## src/design/dcache.sv

```systemverilog
`timescale 1ns/1ps

module dcache #(
    parameter int DATA_W = 32,
    parameter int ADDR_W = 32,
    parameter int LINES  = 16,
    parameter int SIDE_W = 68
) (
    input  logic                clk,
    input  logic                rst_n,
    input  logic                fwd_stall,
    input  logic                s1_valid,
    input  logic                s1_mem_rd,
    input  logic [ADDR_W-1:0]   s1_addr,
    input  logic [SIDE_W-1:0]   s1_side,
    input  logic                wb_valid,
    input  logic [ADDR_W-1:0]   wb_addr,
    input  logic [DATA_W-1:0]   wb_data,
    input  logic                fill_valid,
    input  logic [DATA_W-1:0]   fill_data,
    output logic                cache_stall,
    output logic                fill_req,
    output logic [ADDR_W-1:0]   fill_addr,
    output logic                s2_valid,
    output logic [DATA_W-1:0]   s2_data,
    output logic [SIDE_W-1:0]   s2_side
);

    localparam int OFF_W  = $clog2(DATA_W / 8);
    localparam int IDX_W  = $clog2(LINES);
    localparam int TAG_W  = ADDR_W - IDX_W - OFF_W;
    localparam int WORD_W = ADDR_W - OFF_W;

    // ============================================================
    // Line arrays.
    // ============================================================
    logic [LINES-1:0]   line_valid;
    logic [TAG_W-1:0]   line_tag  [LINES];
    logic [DATA_W-1:0]  line_data [LINES];

    logic [IDX_W-1:0]   s1_idx;
    logic [TAG_W-1:0]   s1_tag;
    logic [IDX_W-1:0]   wb_idx;
    logic [TAG_W-1:0]   wb_tag;
    logic               hit;
    logic               wb_hit;

    // Refill tracking.
    logic               busy;
    logic [WORD_W-1:0]  refill_word;
    logic [IDX_W-1:0]   refill_idx;
    logic [TAG_W-1:0]   refill_tag;
    logic [DATA_W-1:0]  refill_val;

    assign s1_idx = s1_addr[OFF_W +: IDX_W];
    assign s1_tag = s1_addr[ADDR_W-1 -: TAG_W];
    assign wb_idx = wb_addr[OFF_W +: IDX_W];
    assign wb_tag = wb_addr[ADDR_W-1 -: TAG_W];

    assign hit    = line_valid[s1_idx] && (line_tag[s1_idx] == s1_tag);
    assign wb_hit = wb_valid && line_valid[wb_idx] && (line_tag[wb_idx] == wb_tag);

    assign cache_stall = s1_valid & s1_mem_rd & ~hit;
    assign fill_req    = cache_stall & ~busy;  // One request per miss.
    assign fill_addr   = s1_addr;

    assign refill_idx = refill_word[IDX_W-1:0];
    assign refill_tag = refill_word[WORD_W-1 -: TAG_W];

    // A write landing on the refill word in the same cycle wins.
    assign refill_val = (wb_valid && wb_addr[ADDR_W-1:OFF_W] == refill_word) ?
                        wb_data : fill_data;

    always_ff @(posedge clk) begin
        if (!rst_n) begin
            busy       <= 1'b0;
            line_valid <= '0;
        end else begin
            if (fill_req) begin
                busy <= 1'b1;
            end else if (fill_valid) begin
                busy <= 1'b0;
            end
            if (fill_valid) begin
                line_valid[refill_idx] <= 1'b1;
            end
        end
    end

    always_ff @(posedge clk) begin
        if (fill_req) begin
            refill_word <= s1_addr[ADDR_W-1:OFF_W];
        end
        if (wb_hit) begin
            line_data[wb_idx] <= wb_data;  // Write-through update.
        end
        if (fill_valid) begin
            line_tag[refill_idx]  <= refill_tag;
            line_data[refill_idx] <= refill_val;
        end
    end

    // ============================================================
    // Stage 2 register.
    // ============================================================
    always_ff @(posedge clk) begin
        if (!rst_n) begin
            s2_valid <= 1'b0;
        end else if (!fwd_stall) begin
            s2_valid <= s1_valid & ~cache_stall;  // Bubble on a miss.
        end
    end

    always_ff @(posedge clk) begin
        if (!fwd_stall && !cache_stall) begin
            s2_data <= line_data[s1_idx];
            s2_side <= s1_side;
        end
    end

    a_fill_expected: assert property (@(posedge clk) disable iff (!rst_n)
        fill_valid |-> busy)
        else $error("fill_valid without an outstanding refill");

endmodule

```

## config.mk

```make
export PLATFORM = sky130hd
export DESIGN_NAME = dcache
export DESIGN_NICKNAME = d
export VERILOG_FILES = /design/src/design/dcache.sv
export SDC_FILE = /design/constraint.sdc
export NUM_CORES = 2
export LEC_CHECK = 0
export ABC_CLOCK_PERIOD_IN_PS = 11400
export BUFFER_PORTS_ARGS = -buffer_cell sky130_fd_sc_hd__buf_2
export CORE_AREA = 2 2 322 324
export DETAILED_ROUTE_END_ITERATION = 6
export DIE_AREA = 0 0 324 326
export PLACE_DENSITY = 0.67
export SYNTH_ARGS = -nofsm -noshare
export SYNTH_HDL_FRONTEND = slang
export SYNTH_SLANG_ARGS = --single-unit
```

## constraint.sdc

```tcl
create_clock -name clk -period 11.4 [get_ports clk]
set_input_delay 3.42 -clock clk [delete_from_list [all_inputs] [get_ports clk]]
set_output_delay 3.42 -clock clk [all_outputs]
set_load 0.1 [all_outputs]
```

==> qor.yml <==
status: "finished clean"
grt_pass1_wl_um: 212000
vias: 31800
finalHoldViolations: 0
reg2reg_depth: 9
tns_ps: 0
cts_sinks: 1076
synth_top_area_share_pct: 62.7
start_util_pct: 49.4
pin_count: 338
setup.worst_path.end: "fill_req"
fin_skew_ps: 37.3
htree_levels: 3
routed_wl_um: 148000
placed_cell_area_um2: 53600
core-area_um2: 103000
avgSynthCellArea_um2: 14.9
cpPeakStageDelay_ps: 550
finalSetupViolCount: 0
cp-end-kind: "primary output"
synth-edff-count: 1058
numCtsBuffers: 112
viasPerCell: 6.29
synthesis.instances: 3399
cp_data_required_time_ps: 7980
grt_antenna_before_repair: 13
synth_flop_cell: "edfxtp_1"
gp_congestion: 0.958
relSlewSlack_pct: 11.1
cts_tree: "built"
synthDistinctLibCells: 68
drc_errors: 0
post-route-min-period_ps: 10650
synthTopCellsByCount: "edfxtp_1 (1058), mux4_2 (352), nor2_1 (350), a21oi_1 (328), nand2_1 (226)"
criticalPathCategory: "in -> out"
die_h_um: 326
worst_slew_pin_slew_ps: 1300
path_common_cell: "buf_4"
wl_per_cell_um: 29.3
grt_max_degree: 120
cp_cell_sequence: "buf_6 -> buf_4 -> mux4_2 -> mux2i_1 -> and3_1 -> nor4_1 -> nand3_1 -> or4_1 -> o41ai_2 -> buf_4 -> nor3_4 -> buf_2"
syn_area_um2: 50700
ctsHoldBuffers: 0
gr-total-overflow: 0
syn_nets: 3602
grt_pass1_vias: 31200
crit_fanout: 54
die-width_um: 324
drtAntennaViolNets: 0
yosys.area.top_type: "edfxtp_1"
cts_setup_buffers: 0
cp_slowest_cell: "buf_6"
hold_path_class: "reg -> reg"
drv_cap: 0
period_share_pct: 93.4
regToRegSetupSlack_ps: 6520
grt_use_total_pct: 27.9
cts_resized: 0
fp.dieArea_um2: 106000
drv_slew: 0
fin_nets: 3773
cp-startpoint: "s1_addr[4]"
yosys.cell_count.top_type: "edfxtp_1"
root_buffer: "clkbuf_16"
placementRows: 118
dr.pass1.iters: 6
cp_top_family: "buffers and inverters"
r2r_start: "line_tag[11][4]"
drt_iter0_markers: 4351
crit_cells: 12
peakVddDrop_mv: 0.132
synth_area_leaders: "edfxtp_1 (63%), mux4_2 (16%), a21oi_1 (3.2%)"
final_cell_area_um2: 57000
area_growth_pct: 12.3
cp-start-kind: "input pin"
dp_hpwl_um: 86900
port_buffers: 331
rsz0062_at_grt: "false"
p_per_area_nw_per_um2: 156
critPathBufInv: 4
synth_seq_area_share_pct: 63.4
fmax_ghz: 0.0939
arrival_ps: 7230
clock_path_buffers: 3
layout-drive-gt1-share_pct: 26.5
clk_pin_slew_ps: 60
async_flop_share_pct: 0
yosys_warnings: 0
nFillCells: 8045
p_leak_nw: 19.7
synth.ff_latch_count: 1076
reg2reg_to: "line_data[6][15]"
clock_latency_ps: 720
[final cells by class]
class / count / area [um2] / area share, %
diodes: 5 / 12.5 / 0.0220
clock buffers: 144 / 2920 / 5.13
clock inverters: 63 / 467 / 0.819
inverters: 27 / 104 / 0.182
multi-input cells: 1940 / 17200 / 30.2
flip-flops and latches: 1076 / 32100 / 56.4
well taps: 1380 / 1730 / 3.03
repair buffers: 413 / 2420 / 4.25
[layer usage]
metal  GRT usage, %  routed length, um
met4           10.2               5280
met5              0                 95
met2           44.2              70900
met3           5.62              15400
met1           38.5              56200
[state kept, by name (all words and copies together) (netlist names)]
name,cells
line_data,512
line_tag,416
s2_side,68
s2_data,32
refill_word,30
line_valid,16
busy,1
s2_valid,1
[stage by stage]
stage	hold WS [ps]	power [mW]	utilization [%]	cells	setup WS [ps]
6_report	487	8.91	55.5	5048	753
5_1_grt	509	9.16	55.5	5047	713
4_1_cts	485	8.95	55.5	5043	825
3_5_place_dp	470	5.55	52.2	4836	846
3_3_place_gp	462	5.54	52.2	4836	849
2_1_floorplan	452	5.28	-	3399	272
[cell families (layout without fill, tap and decap cells)]
logic type / Yosys count / after routing / synth area share [%]
buf+inv: 383 / 647 / 3.40
flops: 1076 / 1076 / 63.4
simple gates: 673 / 673 / 5.52
mux: 517 / 517 / 18.9
other cells: 0 / 5 / 0
xor+xnor: 80 / 80 / 1.38
compound gates: 670 / 670 / 7.41
[power breakdown]
group	leakage (nW)	switching (mW)	internal, mW
logic	8.24	0.707	0.304
registers	9.77	0.0400	4.43
clock network	1.65	1.56	1.88
total	19.7	2.30	6.61
[worst reg2reg max path: stages (launching register included)]
cell and delay, ps:
edfxtp_1 390, mux4_2 480, mux2i_1 220, xor2_1 490, nand3_1 150, or4_4 540
a211oi_4 490, nand4_2 380, o21ai_4 820, buf_4 530
[how the worst min path moves through the flow]
stage / startpoint / to / cells after the start
finish: line_valid[14] / line_valid[14] / 1
global route: line_valid[14] / line_valid[14] / 1
CTS: line_valid[14] / line_valid[14] / 1
detailed placement: line_valid[14] / line_valid[14] / 1
global placement: line_valid[7] / line_valid[7] / 1
floorplan: line_valid[14] / line_valid[14] / 1
[cells in the final DEF (no fill, tap or decap), types with 8 or more instances in the layout]
master	count
nor2_1	340
o21ai_0	206
a22oi_1	23
o22ai_4	10
xor2_1	36
xnor2_1	44
buf_4	74
nor4_1	11
mux2i_1	153
a21oi_1	328
nand3_1	17
buf_12	9
clkinv_2	18
mux4_2	352
nor2_4	10
nor2b_1	8
mux2_2	12
clkbuf_1	32
clkbuf_16	112
buf_2	326
dfxtp_1	18
o21a_1	16
a22o_1	13
nand2_1	225
clkinv_1	37
nand2b_1	10
edfxtp_1	1058
inv_1	19
No activity file was read; power rests on OpenSTA's default activity.
