`src/design/mem_pkg.sv`:
```
package mem_pkg;

    // ============================================================
    // Operand source select.
    // ============================================================
    typedef enum logic [1:0] {
        OPSEL_REG = 2'd0,  // Register file value.
        OPSEL_MEM = 2'd1,  // Load data merged in stage 3.
        OPSEL_IMM = 2'd2,  // Immediate field.
        OPSEL_EIP = 2'd3   // Instruction pointer.
    } opsel_e;

    // ============================================================
    // Access size. Word and wide both cover the full data word.
    // ============================================================
    typedef enum logic [1:0] {
        SIZE_BYTE = 2'd0,
        SIZE_HALF = 2'd1,
        SIZE_WORD = 2'd2,
        SIZE_WIDE = 2'd3
    } opsize_e;

endpackage

```
`src/design/mem_issue.sv`:
```
`timescale 1ns/1ps

module mem_issue #(
    parameter int DATA_W = 32,
    parameter int ADDR_W = 32
) (
    input  logic                clk,
    input  logic                rst_n,
    input  logic                valid_in,
    input  logic                fwd_stall,
    input  logic                cache_stall,
    input  mem_pkg::opsize_e    opsize_in,
    input  logic [3:0]          size_ovr,
    input  logic [ADDR_W-1:0]   mem_addr,
    input  logic [DATA_W-1:0]   reg1,
    input  logic [DATA_W-1:0]   reg2,
    input  logic [DATA_W-1:0]   imm,
    input  logic [ADDR_W-1:0]   eip_in,
    input  mem_pkg::opsel_e     op1_sel,
    input  mem_pkg::opsel_e     op2_sel,
    output logic                stall,
    output logic                s1_valid,
    output logic                s1_mem_rd,
    output logic [ADDR_W-1:0]   s1_addr,
    output mem_pkg::opsize_e    s1_size,
    output logic [DATA_W-1:0]   s1_op1_pre,
    output logic [DATA_W-1:0]   s1_op2_pre,
    output logic                s1_op1_mem,
    output logic                s1_op2_mem
);

    localparam int OFF_W = $clog2(DATA_W / 8);

    mem_pkg::opsize_e   size_res;
    logic [DATA_W-1:0]  op1_pre;
    logic [DATA_W-1:0]  op2_pre;
    logic               op1_mem;
    logic               op2_mem;
    logic               accept;

    function automatic logic [DATA_W-1:0] presel(
        input mem_pkg::opsel_e    sel,
        input logic [DATA_W-1:0]  reg_val,
        input logic [DATA_W-1:0]  imm_val,
        input logic [DATA_W-1:0]  eip_val
    );
        case (sel)
            mem_pkg::OPSEL_REG: presel = reg_val;
            mem_pkg::OPSEL_IMM: presel = imm_val;
            mem_pkg::OPSEL_EIP: presel = eip_val;
            default:            presel = '0;  // Load data goes here later.
        endcase
    endfunction

    assign stall  = cache_stall | fwd_stall;
    assign accept = valid_in & ~stall;

    // The override bit wins over the decoded size.
    always_comb begin
        if (size_ovr[3])      size_res = mem_pkg::SIZE_WIDE;
        else if (size_ovr[2]) size_res = mem_pkg::SIZE_WORD;
        else if (size_ovr[1]) size_res = mem_pkg::SIZE_HALF;
        else if (size_ovr[0]) size_res = mem_pkg::SIZE_BYTE;
        else                  size_res = opsize_in;
    end

    assign op1_mem = (op1_sel == mem_pkg::OPSEL_MEM);
    assign op2_mem = (op2_sel == mem_pkg::OPSEL_MEM);
    assign op1_pre = presel(op1_sel, reg1, imm, DATA_W'(eip_in));
    assign op2_pre = presel(op2_sel, reg2, imm, DATA_W'(eip_in));

    always_ff @(posedge clk) begin
        if (!rst_n) begin
            s1_valid  <= 1'b0;
            s1_mem_rd <= 1'b0;
        end else if (!stall) begin
            s1_valid  <= valid_in;
            s1_mem_rd <= valid_in & (op1_mem | op2_mem);
        end
    end

    always_ff @(posedge clk) begin
        if (!stall) begin
            s1_addr    <= mem_addr;
            s1_size    <= size_res;
            s1_op1_pre <= op1_pre;
            s1_op2_pre <= op2_pre;
            s1_op1_mem <= op1_mem;
            s1_op2_mem <= op2_mem;
        end
    end

    a_ovr_onehot: assert property (@(posedge clk) disable iff (!rst_n)
        accept |-> $onehot0(size_ovr))
        else $error("size_ovr has more than one bit set");

    a_addr_align: assert property (@(posedge clk) disable iff (!rst_n)
        accept && (op1_mem || op2_mem) |-> mem_addr[OFF_W-1:0] == '0)
        else $error("unaligned memory address accepted");

endmodule

```
`config.mk`:
```
export PLATFORM = sky130hd
export DESIGN_NAME = mem_issue
export DESIGN_NICKNAME = d
export VERILOG_FILES = /design/src/design/mem_pkg.sv /design/src/design/mem_issue.sv
export SDC_FILE = /design/constraint.sdc
export NUM_CORES = 1
export LEC_CHECK = 0
export BUFFER_PORTS_ARGS = -buffer_cell sky130_fd_sc_hd__buf_4
export CELL_PAD_IN_SITES_DETAIL_PLACEMENT = 1
export CELL_PAD_IN_SITES_GLOBAL_PLACEMENT = 1
export CORE_MARGIN = 1.5
export CORE_UTILIZATION = 37
export DETAILED_ROUTE_END_ITERATION = 16
export PLACE_DENSITY = 0.92
export SYNTH_ARGS = -nofsm -noshare
export SYNTH_HDL_FRONTEND = slang
export SYNTH_SLANG_ARGS = --single-unit
```
`constraint.sdc`:
```
create_clock -name clk -period 9.86 [get_ports clk]
set_input_delay 0.986 -clock clk [delete_from_list [all_inputs] [get_ports clk]]
set_output_delay 0.986 -clock clk [all_outputs]
set_load 0.05 [all_outputs]
```
==> impl_metrics.py <==
metrics = {
    "clock_tree": {
        "insertion_delay_ps": 340,
        "postCtsHoldBufs": 0,
        "cts_buffer_depth": 2,
        "cts_tree": "done",
        "htree_levels": 3,
        "clk_pin_slew_ps": 70,
        "cts_sinks": 102,
        "cts_resized": 0,
        "cts_buffers": 9,
        "cts_setup_buffers": 0,
        "cts_root_buf": "clkbuf_16",
    },
    "synth": {
        "ys_types": 22,
        "synthTopCellsByArea": "edfxtp_1, mux2_4, a22o_1",
        "syn_area_sq_um": 4830,
        "synth_top_area_share_pct": 62.1,
        "synth_mux_area_share_pct": 19.4,
        "synth_seq_cells": 102,
        "yosysWarningCount": 0,
        "synthAdderAreaFrac_pct": 0,
        "synth_top_family_by_area": "multiplexers",
        "async_reset_ff_share_pct": 0,
        "synth_compound_area_share_pct": 12.6,
        "yosysSeqAreaShare_pct": 62.9,
        "yosysTopAreaCell": "edfxtp_1",
        "avgSynthCellArea_sq_um": 18.0,
        "syn-num-nets": 444,
        "synth_edf_count": 100,
        "synth-simple-area-share_pct": 0.880,
        "netlist_instances": 269,
        "synthXorXnorAreaFrac_pct": 0,
        "ys.flop_type": "edfxtp_1",
    },
    "setup_path": {
        "crit_path_top_delay_cell": "buf_4",
        "reg2reg_depth": 2,
        "crit_family": "buffers and inverters",
        "cp.required_ps": 8870,
        "critPathBufInv": 3,
        "max_stage_delay_ps": 210,
        "worstSetupStartpointType": "input pin",
        "path_cells": "buf_4 -> nor2_4 -> inv_1 -> buf_4",
        "path_depth": 4,
        "critPathCaptureType": "output port",
        "crit_type": "in -> out",
        "cp_max_fo": 2,
        "path_common_cell": "buf_4",
        "arrival_ps": 1520,
    },
    "cells_and_area": {
        "final-seq-area_sq_um": 3040,
        "mostFrequentLayoutCells": "buf_4, edfxtp_1, a22o_1",
        "area_delta_synth_final_pct": 50.2,
        "multi_input_comb_area_sq_um": 1610,
        "antenna_cells": 0,
        "final_common_cell": "buf_4",
        "drive_gt1_share_pct": 66.4,
        "layout.nets": 712,
        "fill_cells": 1270,
    },
    "detailed_routing": {
        "vias": 3663,
        "post-route-drc-count": 0,
        "dr.pass1.iters": 4,
        "detail_route.iter0.violations": 225,
        "antenna_left": 0,
        "vias_per_cell": 5.13,
        "avgRoutedWirePerCell_um": 23.0,
        "wl_um": 16400,
    },
    "die": {
        "start_util_pct": 38.2,
        "die_w_um": 117,
        "top_level_ports": 278,
        "core_sq_um": 12700,
        "num_rows": 41,
        "dieArea_sq_um": 13800,
        "die_h_um": 117,
    },
    "global_routing": {
        "antenna_found_initial": 0,
        "first_global_vias": 4249,
        "gr-usage-all-layers_pct": 23.7,
        "grt-ovfl-total": 0,
        "grt_max_degree": 65,
        "grt_pass1_wl_um": 24600,
    },
    "flow_run": {
        "maxCapViolCount": 0,
    },
    "power": {
        "finalPower_mw": 1.19,
        "seqPwrFrac_pct": 44.0,
        "p_comb_share_pct": 25.9,
        "swShare_pct": 29.5,
        "p_clk_share_pct": 30.1,
        "internal-power_mw": 0.839,
        "p_per_area_nw_per_um2": 164,
        "leakagePower_nw": 3.21,
        "peakVddDrop_mv": 0.0694,
        "power_switching_mw": 0.352,
    },
    "min_path": {
        "worstHoldPathCells": 2,
        "hp-class": "reg -> reg",
    },
    "placement": {
        "place_ws_ps": 6970,
        "dp_hpwl_um": 12300,
        "gp_congestion": 0.812,
        "port_buffers": 277,
    },
    "sta": {
        "fin_skew_ps": 0,
        "relSlewSlack_pct": 38.5,
        "setup_viol": 0,
        "drv_slew": 0,
        "fin_setup_tns_ps": 0,
        "period_share_pct": 25.4,
        "min_period_ps": 2510,
        "layout_setup_ws_ps": 7350,
        "fmax_mhz": 399,
        "hold_viol": 0,
        "rsz0062_at_grt": "false",
        "worst_slew_pin_slew_ps": 921,
    },
    "outcome": {
        "status": "completed",
    },
}
==> worst min-delay path, stage by stage (launching register included) <==
cell and delay (ps):
dfxtp_1 320, nand2_1 60, o21ai_1 50
==> cells by family after synthesis <==
logic type | after synthesis
buf+inv | 24
mux | 64
flops | 102
compound gates | 71
simple gates | 8
==> routing by layer <==
| layer | vias up | wire (um) | track usage (%) |
|---|---|---|---|
| met3 | 29 | 1000 | 5.98 |
| met4 | 0 | 486 | 10.0 |
| met2 | 190 | 9140 | 46.0 |
| met5 | - | 0 | 0 |
| li1 | 1629 | - | - |
| met1 | 1815 | 5810 | 23.8 |
==> power by group through the flow <==
stage | clock, mW | combinational [mW] | sequential (mW)
floorplan | 0 | 0.0798 | 0.641
global placement | 0 | 0.299 | 0.531
detailed placement | 0 | 0.309 | 0.534
CTS | 0.363 | 0.310 | 0.524
global route | 0.374 | 0.320 | 0.527
finish | 0.358 | 0.308 | 0.524
==> cells in the mapped netlist, types with 2 or more instances <==
master	n
dfxtp_1	2
clkbuf_1	6
nor2_1	2
buf_2	8
and2b_1	2
mux2_4	58
mux2_2	6
nor2_2	2
inv_1	2
buf_6	2
buf_8	2
edfxtp_1	100
nand2_1	2
buf_12	4
a22o_1	64
==> state kept, by name (all words and copies together) (netlist names) <==
| signal | count |
|---|---|
| s1_size | 2 |
| s1_op2_pre | 32 |
| s1_valid | 1 |
| s1_op1_mem | 1 |
| s1_op1_pre | 32 |
| s1_addr | 32 |
| s1_op2_mem | 1 |
| s1_mem_rd | 1 |
==> final cells by class <==
class	count	area share, %
clock buffers	11	3.21
well taps	172	2.96
inverters	2	0.103
multi-input cells	143	22.1
clock inverters	5	0.844
repair buffers	279	28.8
flip-flops and latches	102	41.9
==> through the flow <==
stage	hold WS (ps)	cell area, sq um	util (%)	std cells
6_report	469	7260	57.3	714
5_1_grt	506	7260	57.3	714
4_1_cts	473	7260	57.3	714
3_5_place_dp	464	6970	55.0	698
3_3_place_gp	441	6970	55.0	698
2_1_floorplan	664	4830	-	269
==> final timing paths <==
check / slack, ps / start / end
max reg2reg: 9230 / s1_valid / s1_valid
max: 7350 / fwd_stall / stall
min reg2reg: 470 / s1_mem_rd / s1_mem_rd
min: 470 / s1_mem_rd / s1_mem_rd
Power figures use the tool's default switching activity.
