`src/design/mem_pkg.sv`:
```
package mem_pkg;

    // ============================================================
    // Operand source select.
    // ============================================================
    typedef enum logic [1:0] {
        OPSEL_REG = 2'd0,  // Register file value.
        OPSEL_MEM = 2'd1,  // Load data merged in stage 3.
        OPSEL_IMM = 2'd2,  // Immediate field.
        OPSEL_EIP = 2'd3   // Instruction pointer.
    } opsel_e;

    // ============================================================
    // Access size. Word and wide both cover the full data word.
    // ============================================================
    typedef enum logic [1:0] {
        SIZE_BYTE = 2'd0,
        SIZE_HALF = 2'd1,
        SIZE_WORD = 2'd2,
        SIZE_WIDE = 2'd3
    } opsize_e;

endpackage

```
`src/design/operand_merge.sv`:
```
`timescale 1ns/1ps

module operand_merge #(
    parameter int DATA_W = 32
) (
    input  logic                clk,
    input  logic                rst_n,
    input  logic                fwd_stall,
    input  logic                s2_valid,
    input  logic [DATA_W-1:0]   s2_data,
    input  mem_pkg::opsize_e    s2_size,
    input  logic [DATA_W-1:0]   s2_op1_pre,
    input  logic [DATA_W-1:0]   s2_op2_pre,
    input  logic                s2_op1_mem,
    input  logic                s2_op2_mem,
    output logic                valid_out,
    output logic [DATA_W-1:0]   op1_val,
    output logic [DATA_W-1:0]   op2_val,
    output mem_pkg::opsize_e    opsize_out
);

    logic [DATA_W-1:0]  load_val;
    logic [DATA_W-1:0]  op1_next;
    logic [DATA_W-1:0]  op2_next;
    logic               valid_q;

    // Zero-extend to the access size.
    always_comb begin
        case (s2_size)
            mem_pkg::SIZE_BYTE: load_val = DATA_W'(s2_data[7:0]);
            mem_pkg::SIZE_HALF: load_val = DATA_W'(s2_data[15:0]);
            default:            load_val = s2_data;
        endcase
    end

    assign op1_next = s2_op1_mem ? load_val : s2_op1_pre;
    assign op2_next = s2_op2_mem ? load_val : s2_op2_pre;

    always_ff @(posedge clk) begin
        if (!rst_n) begin
            valid_q <= 1'b0;
        end else if (!fwd_stall) begin
            valid_q <= s2_valid;
        end
    end

    always_ff @(posedge clk) begin
        if (!fwd_stall && s2_valid) begin
            op1_val    <= op1_next;
            op2_val    <= op2_next;
            opsize_out <= s2_size;
        end
    end

    assign valid_out = valid_q & ~fwd_stall;  // Held items stay hidden.

endmodule

```
`config.mk`:
```
export PLATFORM = sky130hd
export DESIGN_NAME = operand_merge
export DESIGN_NICKNAME = d
export VERILOG_FILES = /design/src/design/mem_pkg.sv /design/src/design/operand_merge.sv
export SDC_FILE = /design/constraint.sdc
export NUM_CORES = 1
export LEC_CHECK = 0
export BUFFER_PORTS_ARGS = -buffer_cell sky130_fd_sc_hd__buf_2
export CELL_PAD_IN_SITES_DETAIL_PLACEMENT = 1
export CELL_PAD_IN_SITES_GLOBAL_PLACEMENT = 2
export CORE_MARGIN = 2
export CORE_UTILIZATION = 25
export CTS_BUF_LIST = sky130_fd_sc_hd__clkbuf_4
export CTS_CLUSTER_DIAMETER = 80
export DETAILED_ROUTE_END_ITERATION = 16
export GPL_TIMING_DRIVEN = 0
export PLACE_DENSITY_LB_ADDON = 0.25
export SETUP_SLACK_MARGIN = 0.05
export SYNTH_ARGS = -nofsm -noshare
export SYNTH_HDL_FRONTEND = slang
export SYNTH_SLANG_ARGS = --single-unit
```
`constraint.sdc`:
```
create_clock -name clk -period 4.31 [get_ports clk]
set_clock_uncertainty 0.05 [all_clocks]
set_input_delay 0.431 -clock clk [delete_from_list [all_inputs] [get_ports clk]]
set_output_delay 0.431 -clock clk [all_outputs]
set_load 0.02 [all_outputs]
```
==> results of run 1 <==
==> sequential cells by signal, summed over array words and instances, names as in the netlist <==
name / cells
op1_val: 32
op2_val: 32
opsize_out: 2
valid_q: 1
==> kinds of logic after synthesis <==
kind of cell	Yosys count
flops	67
buf+inv	65
simple gates	52
compound gates	49
mux	16
==> stage by stage <==
| step | cell area (um2) | setup slack (ns) | setup TNS (ns) | std cells |
|---|---|---|---|---|
| 5_1_grt | 4220 | 2.72 | 0 | 583 |
| 3_5_place_dp | 4090 | 2.52 | 0 | 566 |
| 6_report | 4220 | 2.82 | 0 | 583 |
| 4_1_cts | 4210 | 2.75 | 0 | 582 |
| 2_1_floorplan | 3010 | 0.346 | 0 | 249 |
| 3_3_place_gp | 4040 | -1.39 | -92.59 | 564 |
==> power by group through the flow <==
stage | sequential, mW | clock [mW] | combinational (mW)
after CTS | 0.783 | 0.414 | 0.273
after global routing | 0.787 | 0.440 | 0.293
final | 0.782 | 0.391 | 0.267
after floorplan | 0.862 | 0 | 0.0802
after global placement | 0.800 | 0 | 0.261
after detailed placement | 0.797 | 0 | 0.273
==> cell type report <==
class / count / area [um2] / share of cell area (%)
tap: 147 / 184 / 4.36
inverter: 48 / 180 / 4.27
multi-input combinational: 117 / 721 / 17.1
antenna: 1 / 2.50 / 0.0593
timing repair buffer: 170 / 888 / 21.1
buffer: 17 / 119 / 2.82
clock buffer: 16 / 120 / 2.85
sequential: 67 / 2000 / 47.5
==> final timing paths <==
check / to / start / slack (ns)
max: valid_out / valid_q / 2.82
min: opsize_out[1] / s2_size[1] / 0.15
max reg2reg: valid_q / valid_q / 3.57
min reg2reg: valid_q / valid_q / 0.51
==> routing by layer <==
layer / vias to the layer above / track usage (%) / part of all wire [%]
met5: - / 0 / 0
met4: 0 / 7.32 / 1.7
met1: 1210 / 18.2 / 40
met2: 93 / 27.2 / 52
li1: 1235 / - / -
met3: 11 / 4.20 / 6.6
==> cell usage in the layout (no fill, tap or decap) <==
master / synthesis / layout
nor2_4: 1 / 1
nand2_1: 16 / 16
o22ai_1: 16 / 16
buf_2: 8 / 176
buf_4: 2 / 2
buf_16: 0 / 1
diode_2: 0 / 1
edfxtp_1: 66 / 66
o21ai_0: 32 / 32
clkbuf_1: 2 / 2
nor2b_4: 0 / 1
and2_1: 1 / 1
nand3_1: 32 / 32
o21a_1: 1 / 1
inv_1: 48 / 48
buf_6: 5 / 5
mux2_4: 4 / 4
dfxtp_1: 1 / 1
nor2b_1: 2 / 1
clkbuf_4: 0 / 16
buf_12: 0 / 1
mux2_2: 12 / 12
==> worst reg2reg max path, stage by stage (launching register included) <==
cell and delay [ns]:
dfxtp_1 0.32, and2_1 0.12, o21a_1 0.16
==> results.ini, run 1 <==
[pwr]
power.internal_mw=1.04
seqPwrFrac_pct=54.3
switching_share_pct=27.5
pwr-share-clk_pct=27.1
power.total_mw=1.44
p_per_area_mw_per_mm2=341
vdd_drop_max_mv=0.152
p_sw_uw=396
p_leak_nw=1.92
pwr-share-comb_pct=18.6

[synthesis]
synth_async_sr_flop_share_pct=0
syn-num-nets=353
avgSynthCellArea_um2=12.1
yosys.area_share.simple_pct=8.30
synth_ff_type=edfxtp_1
syn_area_mm2=0.00301
synth_area_leader_cell=edfxtp_1
ys_types=17
synthTopCellsByArea=edfxtp_1 (66%), inv_1 (6.0%), nand3_1 (5.3%), o21ai_0 (5.3%), mux2_2 (4.5%)
synth_seq_cells=67
synthAdderAreaFrac_pct=0
synth_compound_area_share_pct=8.88
yosysSeqAreaShare_pct=66.4
synth_cells=249
synth_top_family_by_area=buffers and inverters
synth_edf_count=66
ys_warn_count=0
synthMostInstantiatedCell=edfxtp_1
synth_common_cells=edfxtp_1 (66), inv_1 (48), nand3_1 (32), o21ai_0 (32)
post-synth-top-area-fraction_pct=65.8
synth_xor_area_share_pct=0
synthMuxAreaShare_pct=6.48

[drt]
drt-wirelength-per-cell_um=17.0
drc=0
antenna_left=0
firstDrtPassIters=4
routed_wl_mm=9.94
num_vias=2549
via_per_inst=4.37
drtIter0Drc=83

[grt]
grt_pass1_wl_mm=15.0
antenna_found_initial=1
grt_usage_pct=15.8
grt_pass1_vias=2754
gr-total-overflow=0
grt_max_degree=32

[timing]
relSlewSlack_pct=57.5
final_max_slew_viol_count=0
min_period_over_period_pct=34.6
rsz0062_at_grt=false
clock.fmax_mhz=670
final-setup-viol-count=0
period_minus_slack_ns=1.49
final-hold-violation-count=0
worst_slew_pin_slew_ns=0.635
hold_ws_ns=0.153

[clocking]
root_buffer=clkbuf_4
cts_num_sinks=67
cts_setup_buffers=0
path_clk_slew_ns=0.10
cts_buffers=9
hold_buffers=0
clk_latency_ns=0.40
htreeDepth=3
cts_buffer_depth=2
cts_resized=0
cts_tree=yes

[die]
fp-row-count=40
coreArea_mm2=0.0119
start_util_pct=25.3
die-area_mm2=0.0130
io_pins=171
die_x_um=114
fp.dieH_um=114

[critical_path]
slowest_stage=dfxtp_1
critPathMaxStageDelay_ns=0.33
path_depth=2
path_buf_inv=1
crit_required_ns=3.83
critPathKind=register to output port
arrival_ns=1.01
cp_max_fo=2
crit_path_start_kind=register
crit_family=flip-flops
crit_chain=nor2b_1 -> buf_2
rr_worst_depth=2
endpoint_kind=output port

[placed_design]
io_buffers=168
finalWeightedCongestion=0.726
dp_hpwl_mm=7.44

[status]
status=finished, final reports clean

[finish]
fillers=1401
final_nets=534
drive_gt1_share_pct=50.3
area_growth_pct=39.9
post-route-util_pct=35.4

[job]
cap_viol_max_count=0

[hold_path]
hold_class=primary input to register
hold_depth=1

Note: power is estimated with default switching activity, not from simulation.
==> inputs of run 2 (changes only) <==
--- a/config.mk
+++ b/config.mk
@@ -5,11 +5,12 @@
 export SDC_FILE = /design/constraint.sdc
 export NUM_CORES = 1
 export LEC_CHECK = 0
+export ABC_AREA = 1
 export BUFFER_PORTS_ARGS = -buffer_cell sky130_fd_sc_hd__buf_2
 export CELL_PAD_IN_SITES_DETAIL_PLACEMENT = 1
 export CELL_PAD_IN_SITES_GLOBAL_PLACEMENT = 2
 export CORE_MARGIN = 2
-export CORE_UTILIZATION = 25
+export CORE_UTILIZATION = 23
 export CTS_BUF_LIST = sky130_fd_sc_hd__clkbuf_4
 export CTS_CLUSTER_DIAMETER = 80
 export DETAILED_ROUTE_END_ITERATION = 16
==> constraint.sdc (replaced) <==
create_clock -name clk -period 1.3 [get_ports clk]
set_clock_uncertainty 0.05 [all_clocks]
set_input_delay 0.13 -clock clk [delete_from_list [all_inputs] [get_ports clk]]
set_output_delay 0.13 -clock clk [all_outputs]
set_load 0.02 [all_outputs]
==> run 2 against run 1 <==
Effect of this change: the flow now finishes with violations (negative hold slack); design area increased by 22%; global-route usage increased by 0.094 points; setup slack got worse by 2.7 ns; count of clock-buffer cells in the layout decreased by 6; sequential power increased to 3.3 times the previous value; critical endpoint is now op1_val[11]; sequential cell count unchanged.
==> results.ini, run 2 <==
[pwr]
p_leak_nw=2.30
vdd_drop_max_mv=0.293
power.total_mw=5.04
p_per_area_mw_per_mm2=978

[timing]
worst_slew_pin_slew_ns=0.440
final_max_slew_viol_count=0
rsz0062_at_grt=true
finalWorstSetupSlack_ns=0.0918
period_minus_slack_ns=1.21
relSlewSlack_pct=70.6
clock.fmax_mhz=828
final-setup-viol-count=0
final-hold-violation-count=1
min_period_over_period_pct=92.9
hold_ws_ns=-0.0145

[placed_design]
io_buffers=168
place_ws_ns=-0.563
dp_hpwl_mm=7.13
finalWeightedCongestion=0.746

[synthesis]
ys_warn_count=0
synth_seq_cells=67
synthTopCellsByArea=edfxtp_1 (66%), nand2_1 (15%), buf_6 (4.1%), o21ai_0 (4.0%), nand3_1 (2.7%)
synth_cells=272
syn-num-nets=376
synthAdderAreaFrac_pct=0
synthMostInstantiatedCell=nand2_1
synth_area_leader_cell=edfxtp_1
ys_types=18
synth_top_family_by_area=simple AND/OR/NAND/NOR gates
yosys.area_share.simple_pct=20.1
synth_xor_area_share_pct=0
yosysSeqAreaShare_pct=66.9
synth_common_cells=nand2_1 (123), edfxtp_1 (66), o21ai_0 (24), nand3_1 (16), buf_6 (11)
syn_area_mm2=0.00299
synth_edf_count=66
synth_ff_type=edfxtp_1
synth_compound_area_share_pct=6.48
synthMuxAreaShare_pct=0
synth_async_sr_flop_share_pct=0
post-synth-top-area-fraction_pct=66.2
avgSynthCellArea_um2=11.0

[critical_path]
crit_path_start_kind=primary input
rr_worst_depth=2
reg2reg_to=valid_q
endpoint_kind=register
reg2reg_slack_ns=0.66
cp_max_fo=10
crit_required_ns=1.43
critPathKind=primary input to register
worstReg2RegStart=valid_q
arrival_ns=1.34

[grt]
antenna_found_initial=1
grt_usage_pct=15.8
busiest_layer=met2
grt_util_met1_pct=18.6
gr-total-overflow=0
use_met2_pct=27.2
grt_pass1_wl_mm=17.0
grt_pass1_vias=3163
use_met3_pct=4.22
grt_max_degree=34

[die]
fp.dieH_um=118
coreArea_mm2=0.0127
io_pins=171
start_util_pct=23.6
die-area_mm2=0.0139
fp-row-count=41
die_x_um=118

[drt]
routed_wl_mm=10.9
firstDrtPassIters=4
via_per_inst=4.11
num_vias=2968
drt-wirelength-per-cell_um=15.0
drc=0
antenna_left=0
drtIter0Drc=149

[clocking]
cts_num_sinks=67
path_clk_slew_ns=0.11
htreeDepth=3
cts_buffers=9
clk_latency_ns=0.41
root_buffer=clkbuf_4
cts_setup_buffers=0
cts_buffer_depth=2
cts_tree=yes

[hold_path]
hold_class=primary input to register
holdPathEnd=valid_q
worstHoldStart=s2_valid
hold_depth=3

[finish]
area_growth_pct=72.3
final_nets=650
multiInputGateArea_um2=802
mostFrequentLayoutCells=buf_2 (171), nand2_1 (122), dlygate4sd3_1 (93)
seq_area_mm2=0.00200
fillers=1492
largestRegisters=op1_val (32), op2_val (32), opsize_out (2)
final_common_cell=buf_2
drive_gt1_share_pct=40.0

[status]
status=complete, but fails checks
violations=negative hold slack

[job]
cap_viol_max_count=0

-- run 2: where the power goes --
group,total (mW),switching [mW],internal [mW],leakage (nW)
combinational,1.13,0.608,0.519,1.63
clock,1.32,0.746,0.574,0.0664
sequential,2.60,0.0363,2.56,0.607
-- run 2: timing repair --
item | in CTS | in global routing
cloned | 1 | 0
hold buffers | 94 | 0
pin swaps | 0 | 0
hold endpoints to repair | 67 | 0
endpoints found under the setup margin | 34 | 2
resized for setup | 2 | 2
-- run 2: cell type report --
class                   instances  share of cell area [%]
plain buffers                  17                    3.23
clock buffers                  10                    1.46
well taps                     172                    4.17
inverters                       7                   0.922
multi-input cells             181                    15.5
flip-flops and latches         67                    38.8
repair buffers                262                    34.8
repair inverters                1                   0.146
diodes                          1                  0.0485
clock inverters                 5                   0.873
-- run 2: worst max-delay path by stage --
stage | startpoint | endpoint | slack (ns) | cells past startpoint
finish | s2_op1_mem | op1_val[11] | 0.09 | 7
global route | valid_q | valid_out | 0.05 | 3
CTS | valid_q | valid_out | 0.05 | 3
detailed placement | fwd_stall | op2_val[19] | -0.56 | 5
global placement | fwd_stall | op2_val[5] | -1.10 | 4
floorplan | fwd_stall | op1_val[0] | -0.28 | 3
-- run 2: layer usage --
metal / vias up / part of all wire (%)
li1: 1465 / -
met1: 1375 / 41
met2: 112 / 50
met3: 16 / 6.8
met4: 0 / 1.8
met5: - / 0
-- run 2: cells by family after synthesis --
| family | after synthesis |
|---|---|
| AOI/OAI and AO/OA | 33 |
| and+or+nand+nor | 148 |
| DFF | 67 |
| buffers and inverters | 24 |
-- run 2: through the flow --
step | hold WS, ns | util [%] | instance area, um2 | cells | setup TNS, ns
2_1_floorplan | 0.179 | - | 3020 | 272 | -18.74
6_report | -0.0145 | 40.7 | 5160 | 723 | 0
5_1_grt | 0.00152 | 40.7 | 5160 | 723 | 0
3_3_place_gp | 0.273 | 32.2 | 4070 | 612 | -72.32
4_1_cts | 0.00291 | 40.8 | 5160 | 723 | 0
3_5_place_dp | 0.275 | 32.3 | 4090 | 613 | -29.82
-- run 2: critical path: stages --
cell,delay [ns]
dlygate4sd3_1,0.58
buf_6,0.16
inv_4,0.04
buf_6,0.14
buf_6,0.15
nand2_1,0.07
nand2_1,0.06
==> inputs of run 3 (changes only) <==
--- a/config.mk
+++ b/config.mk
@@ -15,7 +15,7 @@
 export CTS_CLUSTER_DIAMETER = 80
 export DETAILED_ROUTE_END_ITERATION = 16
 export GPL_TIMING_DRIVEN = 0
-export PLACE_DENSITY_LB_ADDON = 0.25
+export PLACE_DENSITY = 0.84
 export SETUP_SLACK_MARGIN = 0.05
 export SYNTH_ARGS = -nofsm -noshare
 export SYNTH_HDL_FRONTEND = slang
==> run 3 against run 2 <==
Effect of this change: the run now ends clean; final cell count shrank 0.55%; setup slack lost 0.034 ns; die area stayed put; count of clock-buffer cells in the layout is 1 higher; first-iteration DRC count is 24% lower; register-to-register slack got worse by 0.55 ns; critical endpoint is now op1_val[8]; largest power group unchanged.
==> results.ini, run 3 (same netlist as run 2, synthesis figures left out) <==
[job]
cap_viol_max_count=0

[clocking]
htreeDepth=3
cts_buffers=9
root_buffer=clkbuf_4
cts_buffer_depth=2
cts_num_sinks=67
clk_latency_ns=0.39
path_clk_slew_ns=0.12
cts_tree=yes

[pwr]
power.total_mw=4.86
p_leak_nw=2.27
p_per_area_mw_per_mm2=955
vdd_drop_max_mv=0.349

[timing]
clock.fmax_mhz=805
final_max_slew_viol_count=0
min_period_over_period_pct=95.6
final-hold-violation-count=0
period_minus_slack_ns=1.24
rsz0062_at_grt=true
relSlewSlack_pct=48.2
final-setup-viol-count=0
worst_slew_pin_slew_ns=0.776
hold_ws_ns=0.0396

[critical_path]
crit_required_ns=1.42
crit_path_start_kind=primary input
arrival_ns=1.36
path_buf_inv=5
critPathKind=primary input to register
endpoint_kind=register
crit_family=buffers and inverters
cpMostUsedCell=buf_6
slowest_stage=dlygate4sd3_1
crit_chain=dlygate4sd3_1 -> buf_6 -> inv_4 -> buf_6 -> buf_6 -> nand2_1 -> nand2_1
critPathMaxStageDelay_ns=0.57
cp_max_fo=10

[status]
status=finished, final reports clean

[die]
die_x_um=118
start_util_pct=23.6
die-area_mm2=0.0139
fp-row-count=41
coreArea_mm2=0.0127
io_pins=171
fp.dieH_um=118

[finish]
drive_gt1_share_pct=41.3
multiInputGateArea_um2=813
fillers=1486
largestRegisters=op1_val (32), op2_val (32), opsize_out (2)
seq_area_mm2=0.00200
mostFrequentLayoutCells=buf_2 (170), nand2_1 (122), dlygate4sd3_1 (88)
area_growth_pct=70.0
final_nets=645
final_common_cell=buf_2
final_cell_count_no_fill=719

[grt]
antenna_found_initial=2
grt_pass1_vias=3368
grt_max_degree=34
gr-total-overflow=0
grt_usage_pct=16.6
grt_pass1_wl_mm=17.6

[placed_design]
io_buffers=168
finalWeightedCongestion=0.764
dp_hpwl_mm=7.15
dp_cells=612

[drt]
routed_wl_mm=11.5
drtIter0Drc=113
num_vias=3023
antenna_left=0
via_per_inst=4.20
drt-wirelength-per-cell_um=16.0
firstDrtPassIters=4
drc=0

[hold_path]
hold_class=primary input to register

-- run 3: cell count changes in the layout (fill, tap and decap cells not counted), sizes merged --
cell | previous run | this run
bufinv | 1 | 0
diode | 1 | 2
buf | 186 | 185
clkinvlp | 2 | 3
clkbuf | 10 | 11
dlygate4sd3 | 93 | 88
-- run 3: worst min-delay path, delay by kind of cell --
kind                   cells  cell delay, ns
AND/OR/NAND/NOR            1            0.05
buffers and inverters      1            0.08
AO/OA/AOI/OAI              1            0.13
-- run 3: final cells by class --
cell class	count	area share [%]
well taps	172	4.23
plain buffers	17	3.27
clock buffers	11	1.62
diodes	2	0.0983
repair buffers	256	33.9
repair inverters	2	0.246
inverters	7	0.934
multi-input cells	181	16.0
clock inverters	4	0.369
flip-flops and latches	67	39.3
-- run 3: routing by layer --
metal  part of all wire (%)  global-route usage, %
met4                    2.1                   6.70
met2                     53                   30.0
met3                    6.3                   5.23
met1                     39                   17.7
met5                      0                      0
-- run 3: repair_timing --
| action | CTS | global route |
|---|---|---|
| gates cloned | 1 | 1 |
| buffers inserted | 0 | 0 |
| setup endpoints to repair | 66 | 68 |
| endpoints found under the hold margin | 67 | 1 |
| hold buffers | 87 | 1 |
| gates resized for setup | 1 | 8 |
| pin swaps | 0 | 1 |
-- run 3: worst paths after layout --
kind / start / endpoint / slack (ns) / cells past startpoint
setup / recovery: s2_op1_mem / op1_val[8] / 0.06 / 7
hold / removal: s2_data[21] / op2_val[21] / 0.04 / 3
setup reg to reg: valid_q / valid_q / 0.11 / 3
hold reg to reg: valid_q / valid_q / 0.99 / 3
-- run 3: where the power goes --
part           switching, mW  internal, mW
registers             0.0399          2.56
clock network          0.721         0.412
logic                  0.621         0.507
total                   1.38          3.48
-- run 3: per-stage QoR --
| step | TNS (ns) | util [%] | instance area [um2] | setup slack [ns] |
|---|---|---|---|---|
| CTS | 0 | 39.9 | 5050 | 0.0422 |
| global placement | -63.34 | 32.2 | 4070 | -0.965 |
| global route | 0 | 40.2 | 5090 | 0.0380 |
| floorplan | -18.74 | - | 3020 | -0.284 |
| detailed placement | -68.54 | 32.2 | 4070 | -1.04 |
| finish | 0 | 40.2 | 5090 | 0.0574 |
